File: src/design/rtc_cmd_pkg.sv
package rtc_cmd_pkg;

    typedef enum logic [3:0] {
        op_set_year         = 4'd0,
        op_set_month        = 4'd1,
        op_set_day          = 4'd2,
        op_set_hour         = 4'd3,
        op_set_minute       = 4'd4,
        op_set_second       = 4'd5,
        op_set_weekday      = 4'd6,
        op_commit           = 4'd7,
        op_set_alarm_hour   = 4'd8,
        op_set_alarm_minute = 4'd9,
        op_alarm_enable     = 4'd10,
        op_alarm_disable    = 4'd11
    } cmd_op_t;

    typedef logic [15:0] cmd_data_t;

    // staged means at least one field was written since the last commit
    typedef enum logic {
        st_idle   = 1'b0,
        st_staged = 1'b1
    } decode_state_t;

endpackage

File: src/design/rtc_time_pkg.sv
package rtc_time_pkg;

    typedef logic [15:0] year_t;
    typedef logic [3:0]  month_t;
    typedef logic [4:0]  day_t;
    typedef logic [4:0]  hour_t;
    typedef logic [5:0]  minute_t;
    typedef logic [5:0]  second_t;
    typedef logic [2:0]  weekday_t;

    // weekday counts 1 to 7 and wraps back to 1
    localparam weekday_t weekday_first = 3'd1;
    localparam weekday_t weekday_last  = 3'd7;

    // gregorian rule: every fourth year, but centuries only when divisible by 400
    function automatic logic is_leap(input year_t y);
        logic div4;
        logic div100;
        logic div400;
        div4   = (y % 16'd4) == 16'd0;
        div100 = (y % 16'd100) == 16'd0;
        div400 = (y % 16'd400) == 16'd0;
        return div4 && (!div100 || div400);
    endfunction

    function automatic day_t days_in_month(input month_t m, input year_t y);
        day_t days;
        case (m)
            4'd2:
            begin
                days = is_leap(y) ? 5'd29 : 5'd28;
            end
            4'd4, 4'd6, 4'd9, 4'd11:
            begin
                days = 5'd30;
            end
            default:
            begin
                days = 5'd31;
            end
        endcase
        return days;
    endfunction

endpackage

File: src/design/rtc_alarm_match.sv
`timescale 1ns/1ps

module rtc_alarm_match (
    input  logic                   secclk,
    input  logic                   reset,
    input  logic                   alarm_hour_wr,
    input  logic                   alarm_minute_wr,
    input  logic                   alarm_en_wr,
    input  rtc_cmd_pkg::cmd_data_t alarm_data,
    input  rtc_time_pkg::hour_t    hour,
    input  rtc_time_pkg::minute_t  minute,
    input  rtc_time_pkg::second_t  second,
    output logic                   alarm
);

    rtc_time_pkg::hour_t   alarm_hour;
    rtc_time_pkg::minute_t alarm_minute;
    logic                  alarm_enable;
    logic                  match;

    always_ff @(posedge secclk)
    begin
        if (alarm_hour_wr)
        begin
            alarm_hour <= rtc_time_pkg::hour_t'(alarm_data);
        end
        if (alarm_minute_wr)
        begin
            alarm_minute <= rtc_time_pkg::minute_t'(alarm_data);
        end
    end

    always_ff @(posedge secclk)
    begin
        if (reset)
        begin
            alarm_enable <= 1'b0;
        end
        else if (alarm_en_wr)
        begin
            alarm_enable <= alarm_data[0];
        end
    end

    // second zero lasts a single cycle, so one match gives one strobe
    always_comb
    begin
        match = alarm_enable && (hour == alarm_hour) && (minute == alarm_minute) &&
                (second == 6'd0);
    end

    always_ff @(posedge secclk)
    begin
        if (reset)
        begin
            alarm <= 1'b0;
        end
        else
        begin
            alarm <= match;
        end
    end

endmodule

File: src/design/rtc_calendar_counter.sv
`timescale 1ns/1ps

module rtc_calendar_counter #(
    parameter rtc_time_pkg::year_t    reset_year    = 16'd2023,
    parameter rtc_time_pkg::month_t   reset_month   = 4'd5,
    parameter rtc_time_pkg::day_t     reset_day     = 5'd9,
    parameter rtc_time_pkg::hour_t    reset_hour    = 5'd11,
    parameter rtc_time_pkg::minute_t  reset_minute  = 6'd59,
    parameter rtc_time_pkg::second_t  reset_second  = 6'd58,
    parameter rtc_time_pkg::weekday_t reset_weekday = 3'd2
) (
    input  logic                   secclk,
    input  logic                   reset,
    input  logic                   load_strobe,
    input  rtc_time_pkg::year_t    load_year,
    input  rtc_time_pkg::month_t   load_month,
    input  rtc_time_pkg::day_t     load_day,
    input  rtc_time_pkg::hour_t    load_hour,
    input  rtc_time_pkg::minute_t  load_minute,
    input  rtc_time_pkg::second_t  load_second,
    input  rtc_time_pkg::weekday_t load_weekday,
    output rtc_time_pkg::year_t    year,
    output rtc_time_pkg::month_t   month,
    output rtc_time_pkg::day_t     day,
    output rtc_time_pkg::hour_t    hour,
    output rtc_time_pkg::minute_t  minute,
    output rtc_time_pkg::second_t  second,
    output rtc_time_pkg::weekday_t weekday
);

    logic minute_carry;
    logic hour_carry;
    logic day_carry;
    logic month_carry;
    logic year_carry;

    rtc_time_pkg::year_t    year_next;
    rtc_time_pkg::month_t   month_next;
    rtc_time_pkg::day_t     day_next;
    rtc_time_pkg::hour_t    hour_next;
    rtc_time_pkg::minute_t  minute_next;
    rtc_time_pkg::second_t  second_next;
    rtc_time_pkg::weekday_t weekday_next;

    // each carry is the one below it plus this field sitting at its last value
    always_comb
    begin
        minute_carry = (second == 6'd59);
        hour_carry   = minute_carry && (minute == 6'd59);
        day_carry    = hour_carry && (hour == 5'd23);
        month_carry  = day_carry && (day == rtc_time_pkg::days_in_month(month, year));
        year_carry   = month_carry && (month == 4'd12);

        second_next  = minute_carry ? 6'd0 : second + 6'd1;
        minute_next  = minute;
        hour_next    = hour;
        day_next     = day;
        weekday_next = weekday;
        month_next   = month;
        year_next    = year;
        if (minute_carry)
        begin
            minute_next = hour_carry ? 6'd0 : minute + 6'd1;
        end
        if (hour_carry)
        begin
            hour_next = day_carry ? 5'd0 : hour + 5'd1;
        end
        if (day_carry)
        begin
            day_next = month_carry ? 5'd1 : day + 5'd1;
            if (weekday == rtc_time_pkg::weekday_last)
            begin
                weekday_next = rtc_time_pkg::weekday_first;
            end
            else
            begin
                weekday_next = weekday + 3'd1;
            end
        end
        if (month_carry)
        begin
            month_next = year_carry ? 4'd1 : month + 4'd1;
        end
        if (year_carry)
        begin
            year_next = year + 16'd1;
        end
    end

    always_ff @(posedge secclk)
    begin
        if (reset)
        begin
            year    <= reset_year;
            month   <= reset_month;
            day     <= reset_day;
            hour    <= reset_hour;
            minute  <= reset_minute;
            second  <= reset_second;
            weekday <= reset_weekday;
        end
        else if (load_strobe)
        begin
            year    <= load_year;
            month   <= load_month;
            day     <= load_day;
            hour    <= load_hour;
            minute  <= load_minute;
            second  <= load_second;
            weekday <= load_weekday;
        end
        else
        begin
            year    <= year_next;
            month   <= month_next;
            day     <= day_next;
            hour    <= hour_next;
            minute  <= minute_next;
            second  <= second_next;
            weekday <= weekday_next;
        end
    end

endmodule

File: src/design/rtc_cmd_decode.sv
`timescale 1ns/1ps

module rtc_cmd_decode #(
    parameter rtc_time_pkg::year_t    reset_year    = 16'd2023,
    parameter rtc_time_pkg::month_t   reset_month   = 4'd5,
    parameter rtc_time_pkg::day_t     reset_day     = 5'd9,
    parameter rtc_time_pkg::hour_t    reset_hour    = 5'd11,
    parameter rtc_time_pkg::minute_t  reset_minute  = 6'd59,
    parameter rtc_time_pkg::second_t  reset_second  = 6'd58,
    parameter rtc_time_pkg::weekday_t reset_weekday = 3'd2
) (
    input  logic                   secclk,
    input  logic                   reset,
    input  logic                   cmd_valid,
    input  rtc_cmd_pkg::cmd_op_t   cmd_op,
    input  rtc_cmd_pkg::cmd_data_t cmd_data,
    output logic                   load_strobe,
    output rtc_time_pkg::year_t    load_year,
    output rtc_time_pkg::month_t   load_month,
    output rtc_time_pkg::day_t     load_day,
    output rtc_time_pkg::hour_t    load_hour,
    output rtc_time_pkg::minute_t  load_minute,
    output rtc_time_pkg::second_t  load_second,
    output rtc_time_pkg::weekday_t load_weekday,
    output logic                   alarm_hour_wr,
    output logic                   alarm_minute_wr,
    output logic                   alarm_en_wr,
    output rtc_cmd_pkg::cmd_data_t alarm_data,
    output logic                   cmd_error
);

    rtc_cmd_pkg::decode_state_t state;
    logic                       commit_ok;
    logic                       field_write;

    // the load_* registers double as the staging copy of the calendar
    always_comb
    begin
        commit_ok = (load_month >= 4'd1) && (load_month <= 4'd12) &&
                    (load_day >= 5'd1) &&
                    (load_day <= rtc_time_pkg::days_in_month(load_month, load_year)) &&
                    (load_hour <= 5'd23) && (load_minute <= 6'd59) &&
                    (load_second <= 6'd59) &&
                    (load_weekday >= rtc_time_pkg::weekday_first) &&
                    (load_weekday <= rtc_time_pkg::weekday_last);
        field_write = cmd_valid && (cmd_op <= rtc_cmd_pkg::op_set_weekday);
    end

    always_ff @(posedge secclk)
    begin
        if (reset)
        begin
            state           <= rtc_cmd_pkg::st_idle;
            load_year       <= reset_year;
            load_month      <= reset_month;
            load_day        <= reset_day;
            load_hour       <= reset_hour;
            load_minute     <= reset_minute;
            load_second     <= reset_second;
            load_weekday    <= reset_weekday;
            load_strobe     <= 1'b0;
            cmd_error       <= 1'b0;
            alarm_hour_wr   <= 1'b0;
            alarm_minute_wr <= 1'b0;
            alarm_en_wr     <= 1'b0;
        end
        else
        begin
            load_strobe     <= 1'b0;
            cmd_error       <= 1'b0;
            alarm_hour_wr   <= 1'b0;
            alarm_minute_wr <= 1'b0;
            alarm_en_wr     <= 1'b0;
            if (field_write)
            begin
                state <= rtc_cmd_pkg::st_staged;
            end
            if (cmd_valid)
            begin
                case (cmd_op)
                    rtc_cmd_pkg::op_set_year:    load_year    <= cmd_data;
                    rtc_cmd_pkg::op_set_month:   load_month   <= rtc_time_pkg::month_t'(cmd_data);
                    rtc_cmd_pkg::op_set_day:     load_day     <= rtc_time_pkg::day_t'(cmd_data);
                    rtc_cmd_pkg::op_set_hour:    load_hour    <= rtc_time_pkg::hour_t'(cmd_data);
                    rtc_cmd_pkg::op_set_minute:  load_minute  <= rtc_time_pkg::minute_t'(cmd_data);
                    rtc_cmd_pkg::op_set_second:  load_second  <= rtc_time_pkg::second_t'(cmd_data);
                    rtc_cmd_pkg::op_set_weekday:
                    begin
                        load_weekday <= rtc_time_pkg::weekday_t'(cmd_data);
                    end
                    rtc_cmd_pkg::op_commit:
                    begin
                        // a commit with nothing staged would rewind the clock to a stale value
                        if (state == rtc_cmd_pkg::st_staged)
                        begin
                            load_strobe <= commit_ok;
                            cmd_error   <= !commit_ok;
                            state       <= rtc_cmd_pkg::st_idle;
                        end
                    end
                    rtc_cmd_pkg::op_set_alarm_hour:   alarm_hour_wr   <= 1'b1;
                    rtc_cmd_pkg::op_set_alarm_minute: alarm_minute_wr <= 1'b1;
                    rtc_cmd_pkg::op_alarm_enable,
                    rtc_cmd_pkg::op_alarm_disable:    alarm_en_wr     <= 1'b1;
                    default:
                    begin
                    end
                endcase
            end
        end
    end

    // enable and disable share one strobe, so bit 0 of the data carries which one it was
    always_ff @(posedge secclk)
    begin
        if (cmd_valid)
        begin
            if (cmd_op == rtc_cmd_pkg::op_alarm_enable || cmd_op == rtc_cmd_pkg::op_alarm_disable)
            begin
                alarm_data <= {15'd0, cmd_op == rtc_cmd_pkg::op_alarm_enable};
            end
            else
            begin
                alarm_data <= cmd_data;
            end
        end
    end

endmodule

File: src/design/rtc_top.sv
`timescale 1ns/1ps

module rtc_top #(
    parameter rtc_time_pkg::year_t    reset_year    = 16'd2023,
    parameter rtc_time_pkg::month_t   reset_month   = 4'd5,
    parameter rtc_time_pkg::day_t     reset_day     = 5'd9,
    parameter rtc_time_pkg::hour_t    reset_hour    = 5'd11,
    parameter rtc_time_pkg::minute_t  reset_minute  = 6'd59,
    parameter rtc_time_pkg::second_t  reset_second  = 6'd58,
    parameter rtc_time_pkg::weekday_t reset_weekday = 3'd2
) (
    input  logic                   secclk,
    input  logic                   reset,
    input  logic                   cmd_valid,
    input  rtc_cmd_pkg::cmd_op_t   cmd_op,
    input  rtc_cmd_pkg::cmd_data_t cmd_data,
    output rtc_time_pkg::year_t    year,
    output rtc_time_pkg::month_t   month,
    output rtc_time_pkg::day_t     day,
    output rtc_time_pkg::hour_t    hour,
    output rtc_time_pkg::minute_t  minute,
    output rtc_time_pkg::second_t  second,
    output rtc_time_pkg::weekday_t weekday,
    output logic                   alarm,
    output logic                   cmd_error
);

    logic                   load_strobe;
    rtc_time_pkg::year_t    load_year;
    rtc_time_pkg::month_t   load_month;
    rtc_time_pkg::day_t     load_day;
    rtc_time_pkg::hour_t    load_hour;
    rtc_time_pkg::minute_t  load_minute;
    rtc_time_pkg::second_t  load_second;
    rtc_time_pkg::weekday_t load_weekday;
    logic                   alarm_hour_wr;
    logic                   alarm_minute_wr;
    logic                   alarm_en_wr;
    rtc_cmd_pkg::cmd_data_t alarm_data;

    rtc_cmd_decode #(
        .reset_year    (reset_year),
        .reset_month   (reset_month),
        .reset_day     (reset_day),
        .reset_hour    (reset_hour),
        .reset_minute  (reset_minute),
        .reset_second  (reset_second),
        .reset_weekday (reset_weekday)
    ) u_decode (
        .secclk          (secclk),
        .reset           (reset),
        .cmd_valid       (cmd_valid),
        .cmd_op          (cmd_op),
        .cmd_data        (cmd_data),
        .load_strobe     (load_strobe),
        .load_year       (load_year),
        .load_month      (load_month),
        .load_day        (load_day),
        .load_hour       (load_hour),
        .load_minute     (load_minute),
        .load_second     (load_second),
        .load_weekday    (load_weekday),
        .alarm_hour_wr   (alarm_hour_wr),
        .alarm_minute_wr (alarm_minute_wr),
        .alarm_en_wr     (alarm_en_wr),
        .alarm_data      (alarm_data),
        .cmd_error       (cmd_error)
    );

    rtc_calendar_counter #(
        .reset_year    (reset_year),
        .reset_month   (reset_month),
        .reset_day     (reset_day),
        .reset_hour    (reset_hour),
        .reset_minute  (reset_minute),
        .reset_second  (reset_second),
        .reset_weekday (reset_weekday)
    ) u_counter (
        .secclk       (secclk),
        .reset        (reset),
        .load_strobe  (load_strobe),
        .load_year    (load_year),
        .load_month   (load_month),
        .load_day     (load_day),
        .load_hour    (load_hour),
        .load_minute  (load_minute),
        .load_second  (load_second),
        .load_weekday (load_weekday),
        .year         (year),
        .month        (month),
        .day          (day),
        .hour         (hour),
        .minute       (minute),
        .second       (second),
        .weekday      (weekday)
    );

    rtc_alarm_match u_alarm (
        .secclk          (secclk),
        .reset           (reset),
        .alarm_hour_wr   (alarm_hour_wr),
        .alarm_minute_wr (alarm_minute_wr),
        .alarm_en_wr     (alarm_en_wr),
        .alarm_data      (alarm_data),
        .hour            (hour),
        .minute          (minute),
        .second          (second),
        .alarm           (alarm)
    );

endmodule

File: config.mk
export PLATFORM = sky130hd
export DESIGN_NAME = rtc_top
export DESIGN_NICKNAME = d
export VERILOG_FILES = /design/src/design/rtc_cmd_pkg.sv /design/src/design/rtc_time_pkg.sv /design/src/design/rtc_alarm_match.sv /design/src/design/rtc_calendar_counter.sv /design/src/design/rtc_cmd_decode.sv /design/src/design/rtc_top.sv
export SDC_FILE = /design/constraint.sdc
export NUM_CORES = 1
export LEC_CHECK = 0
export BUFFER_PORTS_ARGS = -buffer_cell sky130_fd_sc_hd__buf_4
export CAP_MARGIN = 25
export CORE_MARGIN = 3
export CORE_UTILIZATION = 32
export CTS_CLUSTER_SIZE = 20
export DETAILED_ROUTE_END_ITERATION = 12
export GPL_ROUTABILITY_DRIVEN = 0
export GPL_TIMING_DRIVEN = 1
export PLACE_DENSITY_LB_ADDON = 0.3
export SYNTH_ARGS = -nofsm -noshare
export SYNTH_HDL_FRONTEND = slang
export SYNTH_SLANG_ARGS = --single-unit
File: constraint.sdc
create_clock -name secclk -period 11.58 [get_ports secclk]
set_clock_uncertainty 0.05 [all_clocks]
set_input_delay 1.737 -clock secclk [delete_from_list [all_inputs] [get_ports secclk]]
set_output_delay 1.737 -clock secclk [all_outputs]
set_load 0.01 [all_outputs]
# ---- Word level (Yosys, flattened, before mapping)
# Cells that the tools add are included.
dict set report totals {
  register_bits 115
  in_bits 23
  output_inout_bits 47
  word_cells 159
}
dict set report op_classes {
  addsub 7
  div 4
  magnitude_cmp 10
  eq_ne 29
  muxes 31
  bitwise_logic 3
  reduce_logical 49
}
# cell count
set op_table {}
lappend op_table {{16-bit zero test} 6}
lappend op_table {{4-bit == test (second input constant)} 9}
lappend op_table {{4-bit by 3-bit == test with 1-bit output (second input constant)} 8}
lappend op_table {{16-bit by 7-bit modulo with 16-bit output (second input constant)} 2}
lappend op_table {{16-bit by 9-bit modulo with 16-bit output (second input constant)} 2}
lappend op_table {{16-bit 2-to-1 mux} 2}
lappend op_table {{5-bit 2-to-1 mux} 6}
lappend op_table {{6-bit 2-to-1 mux} 5}
lappend op_table {{5-bit one-hot mux with 2 select lines} 2}
lappend op_table {{1-bit logical AND} 18}
lappend op_table {{16-bit by 1-bit adder with 16-bit output (second input constant)} 1}
lappend op_table {{4-bit by 2-bit == test with 1-bit output (second input constant)} 4}
lappend op_table {{2-bit AND reduction} 7}
lappend op_table {{6-bit by 1-bit adder with 6-bit output (second input constant)} 2}
lappend op_table {{6-bit == test (second input constant)} 2}
lappend op_table {{6-bit less-or-equal comparator (second input constant)} 2}
lappend op_table {{4-bit 2-to-1 mux} 3}
lappend op_table {{4-bit OR reduction} 3}
lappend op_table {{5-bit by 1-bit adder with 5-bit output (second input constant)} 2}
lappend op_table {{5-bit == test} 2}
lappend op_table {{1-bit 2-to-1 mux} 10}
lappend op_table {{2-bit nonzero test} 5}
lappend op_table {{3-bit 2-to-1 mux} 3}
lappend op_table {{6-bit == test} 1}
lappend op_table {{other kinds (19)} 26}

# ---- Logic depth before layout (Yosys ltp)
# Gate-level depths: netlist (run 1).
dict set report logic_depth {
  word_depth 15
  mapped_depth 32
  ltp_nobuf 28
}

# ---- Modules after synthesis
# A second synthesis (run 1) with hierarchy kept.
dict set report hier_totals {
  cells_unflattened 1323
  hier_area_um2 10530.1
}
# module n_inst cells_per_inst area_each_um2 seq_area_each_um2
set modules_own_cells {}
lappend modules_own_cells {rtc_calendar_counter 1 707 5143.7 900.9}
lappend modules_own_cells {rtc_cmd_decode 1 583 4844.6 1501.4}
lappend modules_own_cells {rtc_alarm_match 1 33 541.8 370.4}

# ---- Least setup slack after synthesis (run 1)
# OpenSTA, ideal clock, no wires.
dict set report synth_timing {
  path_type {register -> register}
  start {register u_decode.load_year[11]}
  end {register u_decode.load_strobe}
  setup_ns 0.078
  t_arrival_ns 6.354
  t_required_ns 11.452
  path_slack_ns 5.098
  path_stages_with_launch 31
  n_path_buf 2
  synth_period_minus_slack_ns 6.482
  path_cell_list {dfxtp_1 buf_2 nor2_1 o32a_1 o211ai_2 o21bai_1 mux2_2 o32a_1 a32oi_1 mux2i_1 o211ai_1 a211o_1 o211a_1 buf_2 a21oi_1 a21oi_1 a211oi_1 nor2_1 nor3_1 o311ai_1 maj3_1 o22ai_1 mux2i_1 a21oi_1 ha_1 nor2b_1 o2111ai_1 a21oi_1 nor3_1 inv_1 nor3_1}
}
dict set report synth_between {
  elab_chain_cells 14
  word_cells_on_any_way 16
  cone_classes {2 x div; 1 x order compare; 2 x mux; 11 x reduce/logical}
}
# item line_no
set synth_rtl {}
lappend synth_rtl {{from (decl)} rtc_cmd_decode.sv:18} ;# output rtc_time_pkg::year_t load_year,
lappend synth_rtl {{from (signal assigned)} rtc_cmd_decode.sv:54} ;# load_year <= reset_year;
lappend synth_rtl {{from (signal assigned)} rtc_cmd_decode.sv:81} ;# rtc_cmd_pkg::op_set_year: load_year <= cmd_data;
lappend synth_rtl {{16-bit by 7-bit modulo with 16-bit output} rtc_time_pkg.sv:21} ;# div100 = (y % 16'd100) == 16'd0;
lappend synth_rtl {{16-bit zero test} rtc_time_pkg.sv:21}
lappend synth_rtl {{1-bit zero test} rtc_time_pkg.sv:23} ;# return div4 && (!div100 || div400);
lappend synth_rtl {{1-bit logical OR *} rtc_time_pkg.sv:23}
lappend synth_rtl {{1-bit logical AND *} rtc_time_pkg.sv:23}
lappend synth_rtl {{1-bit 2-to-1 mux *} rtc_time_pkg.sv:31} ;# days = is_leap(y) ? 5'd29 : 5'd28;
lappend synth_rtl {{5-bit one-hot mux with 2 select lines *} rtc_time_pkg.sv:28} ;# case (m)
lappend synth_rtl {{5-bit less-or-equal comparator *} rtc_cmd_decode.sv:41} ;# (load_day <= rtc_time_pkg::days_in_month(load_month, load_year)) &&
lappend synth_rtl {{1-bit logical AND *} rtc_cmd_decode.sv:40} ;# (load_day >= 5'd1) &&
lappend synth_rtl {{1-bit logical AND *} rtc_cmd_decode.sv:41}
lappend synth_rtl {{1-bit logical AND * (2 in a row)} rtc_cmd_decode.sv:42} ;# (load_hour <= 5'd23) && (load_minute <= 6'd59) &&
lappend synth_rtl {{1-bit logical AND *} rtc_cmd_decode.sv:43} ;# (load_second <= 6'd59) &&
lappend synth_rtl {{1-bit logical AND *} rtc_cmd_decode.sv:44} ;# (load_weekday >= rtc_time_pkg::weekday_first) &&
lappend synth_rtl {{to (signal assigned)} rtc_cmd_decode.sv:96} ;# load_strobe <= commit_ok;
lappend synth_rtl {{to (decl)} rtc_cmd_decode.sv:17} ;# output logic load_strobe,
# Every way passes the cells marked *; elsewhere a longest branch is shown, timed or not.
# A chain may end at the register's enable or synchronous reset.

# ---- Worst setup path in the final report (run 1)
dict set report layout_timing {
  start {register u_decode.load_year[15]}
  end {register u_decode.load_strobe}
}
# The elaborated chain is that of the path after synthesis.

==> results.json, run 1 <==
{
  "power_density_nw_per_um2": 120,
  "finalHoldViolations": 0,
  "worst_ir_drop_vdd_mv": 0.0690,
  "finalMaxSlewViolations": 0,
  "r2r_end": "u_decode.load_strobe",
  "ant_nets": 0,
  "critical_path_cell_count": 28,
  "antenna_found_initial": 1,
  "worst_skew_pair.late_latency_ns": 0.42,
  "synth_nets": 1232,
  "grt_pass1_vias": 8481,
  "ys_warn_count": 0,
  "cp.required_ns": 11.87,
  "synth_top_area_share_pct": 20.9,
  "p_leak_nw": 3.91,
  "crit_end": "u_decode.load_strobe",
  "synth_cell_types": 113,
  "max-cap-violations": 0,
  "post-cts-setup-buffer-count": 0,
  "synth_ff_type": "dfxtp_1",
  "grt_pass1_wl_mm": 45.4,
  "rsz0062_at_grt": "false",
  "num_rows": 62,
  "yosys.area.top_type": "dfxtp_1",
  "setup_viol_count_final": 0,
  "num_antenna_cells": 0,
  "cts_tree": "yes",
  "seq_area_frac_synth_pct": 26.4,
  "worstMarginPinSlew_ns": 0.995,
  "synth_edf_count": 17,
  "cp-start-kind": "flip-flop",
  "ctsResizeCount": 0,
  "status": "finished clean",
  "reg2reg_depth": 28,
  "period_share_pct": 71.7,
  "fill_cells": 3025,
  "syn-instance-count": 1194,
  "crit_start": "u_decode.load_year[15]",
  "cpMostUsedCell": "a21oi_1",
  "dieArea_um2": 31400,
  "final_layout_size_suffix_gt1_share_pct": 14.3,
  "syn_area_per_cell_um2": 7.86,
  "vias": 9377,
  "async_flop_share_pct": 0,
  "rrSetupSlack_ns": 3.28,
  "cts_root_buf": "clkbuf_16",
  "track_usage_pct": 17.6,
  "grt_start_max_net_pins": 73,
  "path_buf_inv": 1,
  "start_util_pct": 32.6,
  "syn_area_um2": 9380,
  "crit_path_end_kind": "flip-flop",
  "die_h_um": 177,
  "core_um2": 28800,
  "rr_startpoint": "u_decode.load_year[15]",
  "slew_headroom_pct": 33.4,
  "io_pins": 70,
  "die_x_um": 177,
  "nets": 1250,
  "cts_max_level": 4,
  "fin_area_um2": 10700,
  "port-buffer-count": 69,
  "tns_ns": 0,
  "critPathKind": "reg -> reg",
  "critPathTopFamily": "compound AO/OA/AOI/OAI gates",
  "cts_buffer_depth": 2,
  "arrival_ns": 8.58,
  "drtIter0Drc": 1026,
  "grt_overflow": 0,
  "area_growth_pct": 13.8,
  "synth_seq_cells": 115,
  "cts.clk_slew.worst_paths_ns": 0.06,
  "critical_path.max_fanout": 23,
  "slowest_delay_ns": 0.82,
  "cp_slowest_cell": "xor2_1",
  "place_hpwl_mm": 20.3,
  "min_period_ns": 8.30,
  "drcViolationCount": 0,
  "max_freq_ghz": 0.121,
  "drt-total-wl_mm": 27.9,
  "min_path_type": "reg -> reg",
  "firstDrtPassIters": 5,
  "cts.hold.buffers_added": 0,
  "cts_sinks": 115,
  "wl_per_cell_um": 17.3,
  "vias_per_cell": 5.83,
  "dpl_cell_area_um2": 10100,
  "cts_buffers": 17,
  "synth_area_leaders": "dfxtp_1, edfxtp_1, mux2i_1"
}
## where the power goes
group	switching [mW]	internal (mW)
registers	0.0478	0.434
clock network	0.190	0.337
logic	0.149	0.120
## area by class of cell
class                      count  area (µm²)  area share [%]
sequential                   115        2470            23.2
clock inverter                13         160            1.50
timing repair buffer          80         598            5.60
clock buffer                  19         433            4.05
inverter                      37         139            1.30
multi-input combinational    961        6390            59.9
tap                          384         480            4.50
## registers in the layout, indices dropped and copies added, names as in the netlist, 6 cells and up
register / count
u_counter.minute: 6
u_counter.second: 6
u_decode.load_year: 16
u_decode.load_minute: 6
u_alarm.alarm_minute: 6
u_decode.load_second: 6
u_decode.alarm_data: 6
u_counter.year: 16
## cell families (layout without fill, tap and decap cells)
kind of cell,count (synthesis),count (layout),share of synthesized area (%)
DFF,115,115,26.4
xor gates and xnor gates,32,32,2.99
AOI/OAI and AO/OA,386,386,30.4
and+or+nand+nor,469,469,26.1
adders and majority gates,19,19,2.44
buffers and inverters,118,149,5.56
muxes,55,55,6.15
## cells in the final DEF, fill, tap and decap left out, types with 25 or more instances in the layout
cell and instances:
nand2_1 115, nor2_1 106, dfxtp_1 97, a21oi_1 80, buf_4 78, o21ai_0 54
mux2i_1 45, nor3_1 43, nand3_1 35, inv_1 34, o211ai_1 28, nand4_1 25
## synth_stat cells, types with 21 or more instances
cell      instances
a21oi_1          80
nor2_1          106
nand4_1          25
mux2i_1          45
nand3_1          35
xnor2_1          21
o211ai_1         28
buf_2            21
clkbuf_1         41
nand2_1         115
inv_1            34
dfxtp_1          98
a31oi_1          21
nor3_1           43
o21ai_0          54
## layer usage
layer	up-vias	track usage (%)	part of all wire [%]
li1	4590	-	-
met1	4506	25.7	50
met2	257	27.3	45
met3	24	2.77	5.0
met4	0	3.73	0.86
met5	-	0	0
## worst min path at each step
| stage | to | depth (start not counted) | startpoint | slack [ns] |
|---|---|---|---|---|
| final | u_alarm.alarm_minute[5] | 0 | u_decode.alarm_data[5] | 0.37 |
| after global routing | u_alarm.alarm_minute[5] | 0 | u_decode.alarm_data[5] | 0.39 |
| after CTS | u_alarm.alarm_minute[5] | 0 | u_decode.alarm_data[5] | 0.37 |
| after detailed placement | u_alarm.alarm_minute[5] | 0 | u_decode.alarm_data[5] | 0.36 |
| after global placement | u_alarm.alarm_minute[5] | 0 | u_decode.alarm_data[5] | 0.36 |
| after floorplan | u_alarm.alarm_minute[5] | 0 | u_decode.alarm_data[5] | 0.35 |
## metrics by stage
step	power (mW)	hold WS, ns	utilization [%]	setup WS (ns)	std cells
3_5_place_dp	0.758	0.359	35.0	3.43	1575
2_1_floorplan	0.665	0.350	-	5.10	1194
5_1_grt	1.34	0.391	37.1	2.44	1609
3_3_place_gp	0.755	0.358	35.0	3.70	1574
4_1_cts	1.29	0.372	37.0	3.42	1607
6_report	1.28	0.371	37.1	3.28	1609
No activity file was read; power rests on OpenSTA's default activity.
==> run 2: changes to the inputs <==
==> constraint.sdc (replaced) <==
create_clock -name secclk -period 8.25 [get_ports secclk]
set_clock_uncertainty 0.05 [all_clocks]
set_input_delay 1.2375 -clock secclk [delete_from_list [all_inputs] [get_ports secclk]]
set_output_delay 1.2375 -clock secclk [all_outputs]
set_load 0.01 [all_outputs]
==> results.json, run 2 (synthesis gave the netlist of run 1 again) <==
{
  "drtIter0Drc": 961,
  "vias": 9320,
  "max-cap-violations": 0,
  "critPathTopFamily": "compound AO/OA/AOI/OAI gates",
  "antenna_found_initial": 0,
  "rsz0062_at_grt": "false",
  "place_hpwl_mm": 20.5,
  "internal_power_mw": 1.30,
  "nets": 1262,
  "max_freq_ghz": 0.133,
  "reg.largest.list": "u_counter.year x16, u_decode.load_year x16",
  "grt_pass1_vias": 8403,
  "cts_buffers": 17,
  "tns_ns": 0,
  "dpl_cell_area_um2": 10200,
  "switching_share_pct": 29.8,
  "min_path_type": "reg -> reg",
  "slew_headroom_pct": 30.8,
  "layout_common_cells": "nand2_1, nor2_1, dfxtp_1, buf_4, a21oi_1",
  "die_h_um": 177,
  "seq_area_um2": 2480,
  "start_util_pct": 32.6,
  "cp_slowest_cell": "dfxtp_2",
  "area_growth_pct": 15.6,
  "ant_nets": 0,
  "cts.clk_slew.worst_paths_ns": 0.06,
  "fill_cells": 2956,
  "slowest_delay_ns": 0.56,
  "dieArea_um2": 31400,
  "min_period_ns": 7.54,
  "p_leak_nw": 4.01,
  "wl_per_cell_um": 17.4,
  "finalMaxSlewViolations": 0,
  "io_pins": 70,
  "drt-total-wl_mm": 28.3,
  "worst_skew_pair.late_latency_ns": 0.42,
  "period_share_pct": 91.5,
  "cp.required_ns": 8.53,
  "combPwrFrac_pct": 20.3,
  "cpMostUsedCell": "a21oi_1",
  "seq_power_share_pct": 36.5,
  "track_usage_pct": 17.6,
  "cts_max_level": 4,
  "die_x_um": 177,
  "fin_area_um2": 10800,
  "multi_input_area_um2": 6400,
  "cts_sinks": 115,
  "setup_viol_count_final": 0,
  "setup_ws_ns": 0.705,
  "status": "finished clean",
  "cts_tree": "yes",
  "path_buf_inv": 2,
  "num_antenna_cells": 0,
  "num_rows": 62,
  "cts_root_buf": "clkbuf_16",
  "port-buffer-count": 69,
  "grt_start_max_net_pins": 73,
  "p_switching_mw": 0.555,
  "worst_ir_drop_vdd_mv": 0.118,
  "layout_commonest_cell": "nand2_1",
  "arrival_ns": 7.83,
  "critPathKind": "reg -> reg",
  "worstMarginPinSlew_ns": 1.03,
  "crit_path_end_kind": "flip-flop",
  "final_layout_size_suffix_gt1_share_pct": 15.9,
  "core_um2": 28800,
  "cp-start-kind": "flip-flop",
  "grt_overflow": 0,
  "cts_buffer_depth": 2,
  "drcViolationCount": 0,
  "firstDrtPassIters": 5,
  "power_density_nw_per_um2": 171,
  "finalHoldViolations": 0,
  "grt_pass1_wl_mm": 45.2,
  "critical_path.max_fanout": 23,
  "vias_per_cell": 5.75,
  "design_power_total_mw": 1.86,
  "clockPowerShare_pct": 43.2,
  "hold_ws_ns": 0.381,
  "dp_slack_ns": 0.317,
  "cts.hold.buffers_added": 0
}
run 2: area by class of cell:
cell class | instances | area share (%)
multi-input combinational | 961 | 59.0
sequential | 115 | 22.9
timing repair buffer | 92 | 6.35
clock buffer | 24 | 5.03
tap | 384 | 4.43
inverter | 37 | 1.28
clock inverter | 8 | 0.993
run 2: power by group through the flow:
| stage | sequential (mW) | clock, mW | combinational (mW) |
|---|---|---|---|
| finish | 0.678 | 0.803 | 0.378 |
| global route | 0.686 | 0.843 | 0.425 |
| CTS | 0.677 | 0.817 | 0.377 |
| detailed placement | 0.689 | 0 | 0.374 |
| global placement | 0.687 | 0 | 0.372 |
| floorplan | 0.676 | 0 | 0.257 |
run 2: stage by stage:
stage	utilization [%]	cells
6_report	37.7	1621
5_1_grt	37.7	1621
4_1_cts	37.5	1618
3_5_place_dp	35.3	1586
3_3_place_gp	35.3	1586
2_1_floorplan	-	1194
run 2: what timing repair did:
action / 4_1_cts / 5_1_grt
setup buffers: 0 / 2
endpoints found under the setup margin: 0 / 2
resized for setup: 0 / 7
run 2: per-layer routing:
metal,track usage [%],part of all wire [%]
met2,27.1,44
met4,4.29,1.4
met1,25.2,49
met3,3.58,5.8
met5,0,0
run 2: worst paths after layout:
| path | startpoint | end | slack (ns) | cells past startpoint |
|---|---|---|---|---|
| worst max-delay path | u_decode.load_year[15] | u_decode.load_strobe | 0.71 | 29 |
| worst min register to register | u_decode.alarm_data[5] | u_alarm.alarm_minute[5] | 0.38 | 0 |
| worst min-delay path | u_decode.alarm_data[5] | u_alarm.alarm_minute[5] | 0.38 | 0 |
| worst max register to register | u_decode.load_year[15] | u_decode.load_strobe | 0.71 | 29 |
==> run 3: changes to the inputs <==
--- a/config.mk
+++ b/config.mk
@@ -7,12 +7,15 @@
 export LEC_CHECK = 0
 export BUFFER_PORTS_ARGS = -buffer_cell sky130_fd_sc_hd__buf_4
 export CAP_MARGIN = 25
+export CELL_PAD_IN_SITES_DETAIL_PLACEMENT = 1
+export CELL_PAD_IN_SITES_GLOBAL_PLACEMENT = 1
 export CORE_MARGIN = 3
 export CORE_UTILIZATION = 32
 export CTS_CLUSTER_SIZE = 20
 export DETAILED_ROUTE_END_ITERATION = 12
 export GPL_ROUTABILITY_DRIVEN = 0
 export GPL_TIMING_DRIVEN = 1
+export MAX_ROUTING_LAYER = met4
 export PLACE_DENSITY_LB_ADDON = 0.3
 export SYNTH_ARGS = -nofsm -noshare
 export SYNTH_HDL_FRONTEND = slang
==> results.json, run 3 (synthesis gave the netlist of run 1 again) <==
{
  "cts_max_level": 4,
  "worstMarginPinSlew_ns": 1.11,
  "nets": 1259,
  "min_period_ns": 7.46,
  "seq_power_share_pct": 36.7,
  "fin_area_um2": 10800,
  "vias": 9552,
  "track_usage_pct": 20.6,
  "drt-total-wl_mm": 31.4,
  "grt_pass1_wl_mm": 51.1,
  "drcViolationCount": 0,
  "fill_cells": 3501,
  "io_pins": 70,
  "drtIter0Drc": 680,
  "grt_start_max_net_pins": 73,
  "slowest_delay_ns": 0.57,
  "cts.clk_slew.worst_paths_ns": 0.06,
  "p_leak_nw": 3.98,
  "hold_depth": 0,
  "dpl_cell_area_um2": 10100,
  "cpMostUsedCell": "nor3_1",
  "dieArea_um2": 31400,
  "switching_share_pct": 32.9,
  "worst_skew_pair.late_latency_ns": 0.43,
  "max-cap-violations": 0,
  "tns_ns": 0,
  "area_growth_pct": 15.3,
  "critPathTopFamily": "compound AO/OA/AOI/OAI gates",
  "place_hpwl_mm": 23.0,
  "slew_headroom_pct": 25.5,
  "num_rows": 62,
  "num_antenna_cells": 0,
  "setup_viol_count_final": 0,
  "p_switching_mw": 0.608,
  "finalMaxSlewViolations": 0,
  "path_buf_inv": 2,
  "cts_sinks": 115,
  "critPathKind": "reg -> reg",
  "cts_buffers": 17,
  "period_share_pct": 90.5,
  "cts_root_buf": "clkbuf_16",
  "core_um2": 28800,
  "crit_path_end_kind": "flip-flop",
  "power_density_nw_per_um2": 171,
  "reg.largest.list": "u_counter.year x16, u_decode.load_year x16",
  "grt_pass1_vias": 9285,
  "cts_buffer_depth": 2,
  "critical_path.max_fanout": 23,
  "ant_nets": 0,
  "firstDrtPassIters": 5,
  "cp.required_ns": 8.55,
  "reg2reg_depth": 29,
  "port-buffer-count": 69,
  "worst_ir_drop_vdd_mv": 0.118,
  "final_layout_size_suffix_gt1_share_pct": 16.4,
  "design_power_total_mw": 1.85,
  "cts_tree": "yes",
  "cp-start-kind": "flip-flop",
  "start_util_pct": 32.6,
  "finalHoldViolations": 0,
  "hold_ws_ns": 0.377,
  "wl_per_cell_um": 19.4,
  "cts.hold.buffers_added": 0,
  "grt_overflow": 0,
  "internal_power_mw": 1.24,
  "final_util_pct": 37.6,
  "layout_commonest_cell": "nand2_1",
  "antenna_found_initial": 0,
  "critical_path_cell_count": 29,
  "vias_per_cell": 5.90,
  "die_x_um": 177,
  "combPwrFrac_pct": 21.3,
  "cp_slowest_cell": "dfxtp_2",
  "layout_common_cells": "nand2_1, nor2_1, dfxtp_1, buf_4, a21oi_1",
  "clockPowerShare_pct": 42.1,
  "rsz0062_at_grt": "false",
  "status": "finished clean",
  "arrival_ns": 7.76,
  "die_h_um": 177,
  "max_freq_ghz": 0.134,
  "min_path_type": "reg -> reg"
}
## run 3: cell types whose count changed in the layout (fill, tap and decap cells not counted), sizes merged
cell    before  now
buf         91   89
clkbuf      25   17
clkinv       6    5
inv         36   44
## run 3: timing repair
item,CTS,global route
buffers inserted,0,2
resized for setup,0,15
setup endpoints to repair,0,2
## run 3: area by class of cell
type | count | area, µm² | area share [%]
multi-input combinational | 961 | 6430 | 59.5
sequential | 115 | 2480 | 22.9
clock inverter | 15 | 185 | 1.71
inverter | 37 | 139 | 1.28
clock buffer | 17 | 425 | 3.93
timing repair buffer | 89 | 672 | 6.21
tap | 384 | 480 | 4.44
## run 3: worst reg2reg max path, delay by kind of cell, from the launching register on
kind	cells	cell delay [ns]
AND/OR/NAND/NOR	7	1.41
adder cells (fa/ha/maj)	2	0.54
flip-flops	1	0.57
multiplexers	2	0.52
buffers and inverters	2	0.29
AO/OA/AOI/OAI	16	4.00
## run 3: path summary, 6_finish.rpt
path,start,slack (ns),end
worst max-delay path,u_decode.load_year[15],0.79,u_decode.load_strobe
worst min-delay path,u_decode.alarm_data[5],0.38,u_alarm.alarm_minute[5]
worst max register to register,u_decode.load_year[15],0.79,u_decode.load_strobe
worst min register to register,u_decode.alarm_data[5],0.38,u_alarm.alarm_minute[5]
## run 3: per-layer routing
metal	vias to the layer above	global-route usage [%]	part of all wire (%)
met4	0	4.71	1.0
met2	178	31.7	47
li1	4605	-	-
met1	4747	29.2	49
met3	22	2.12	3.1
met5	-	-	0
## run 3: metrics by stage
step / cells / setup WS, ns
global placement: 1583 / 0.563
floorplan: 1194 / 1.77
CTS: 1616 / 0.0119
detailed placement: 1584 / 0.0424
global route: 1618 / 0.00450
finish: 1618 / 0.787
## run 3: power by group through the flow
stage	registers (mW)	clock network, mW	logic [mW]
6_report	0.678	0.778	0.393
5_1_grt	0.687	0.818	0.441
4_1_cts	0.678	0.791	0.392
3_5_place_dp	0.690	0	0.389
3_3_place_gp	0.688	0	0.378
2_1_floorplan	0.676	0	0.257
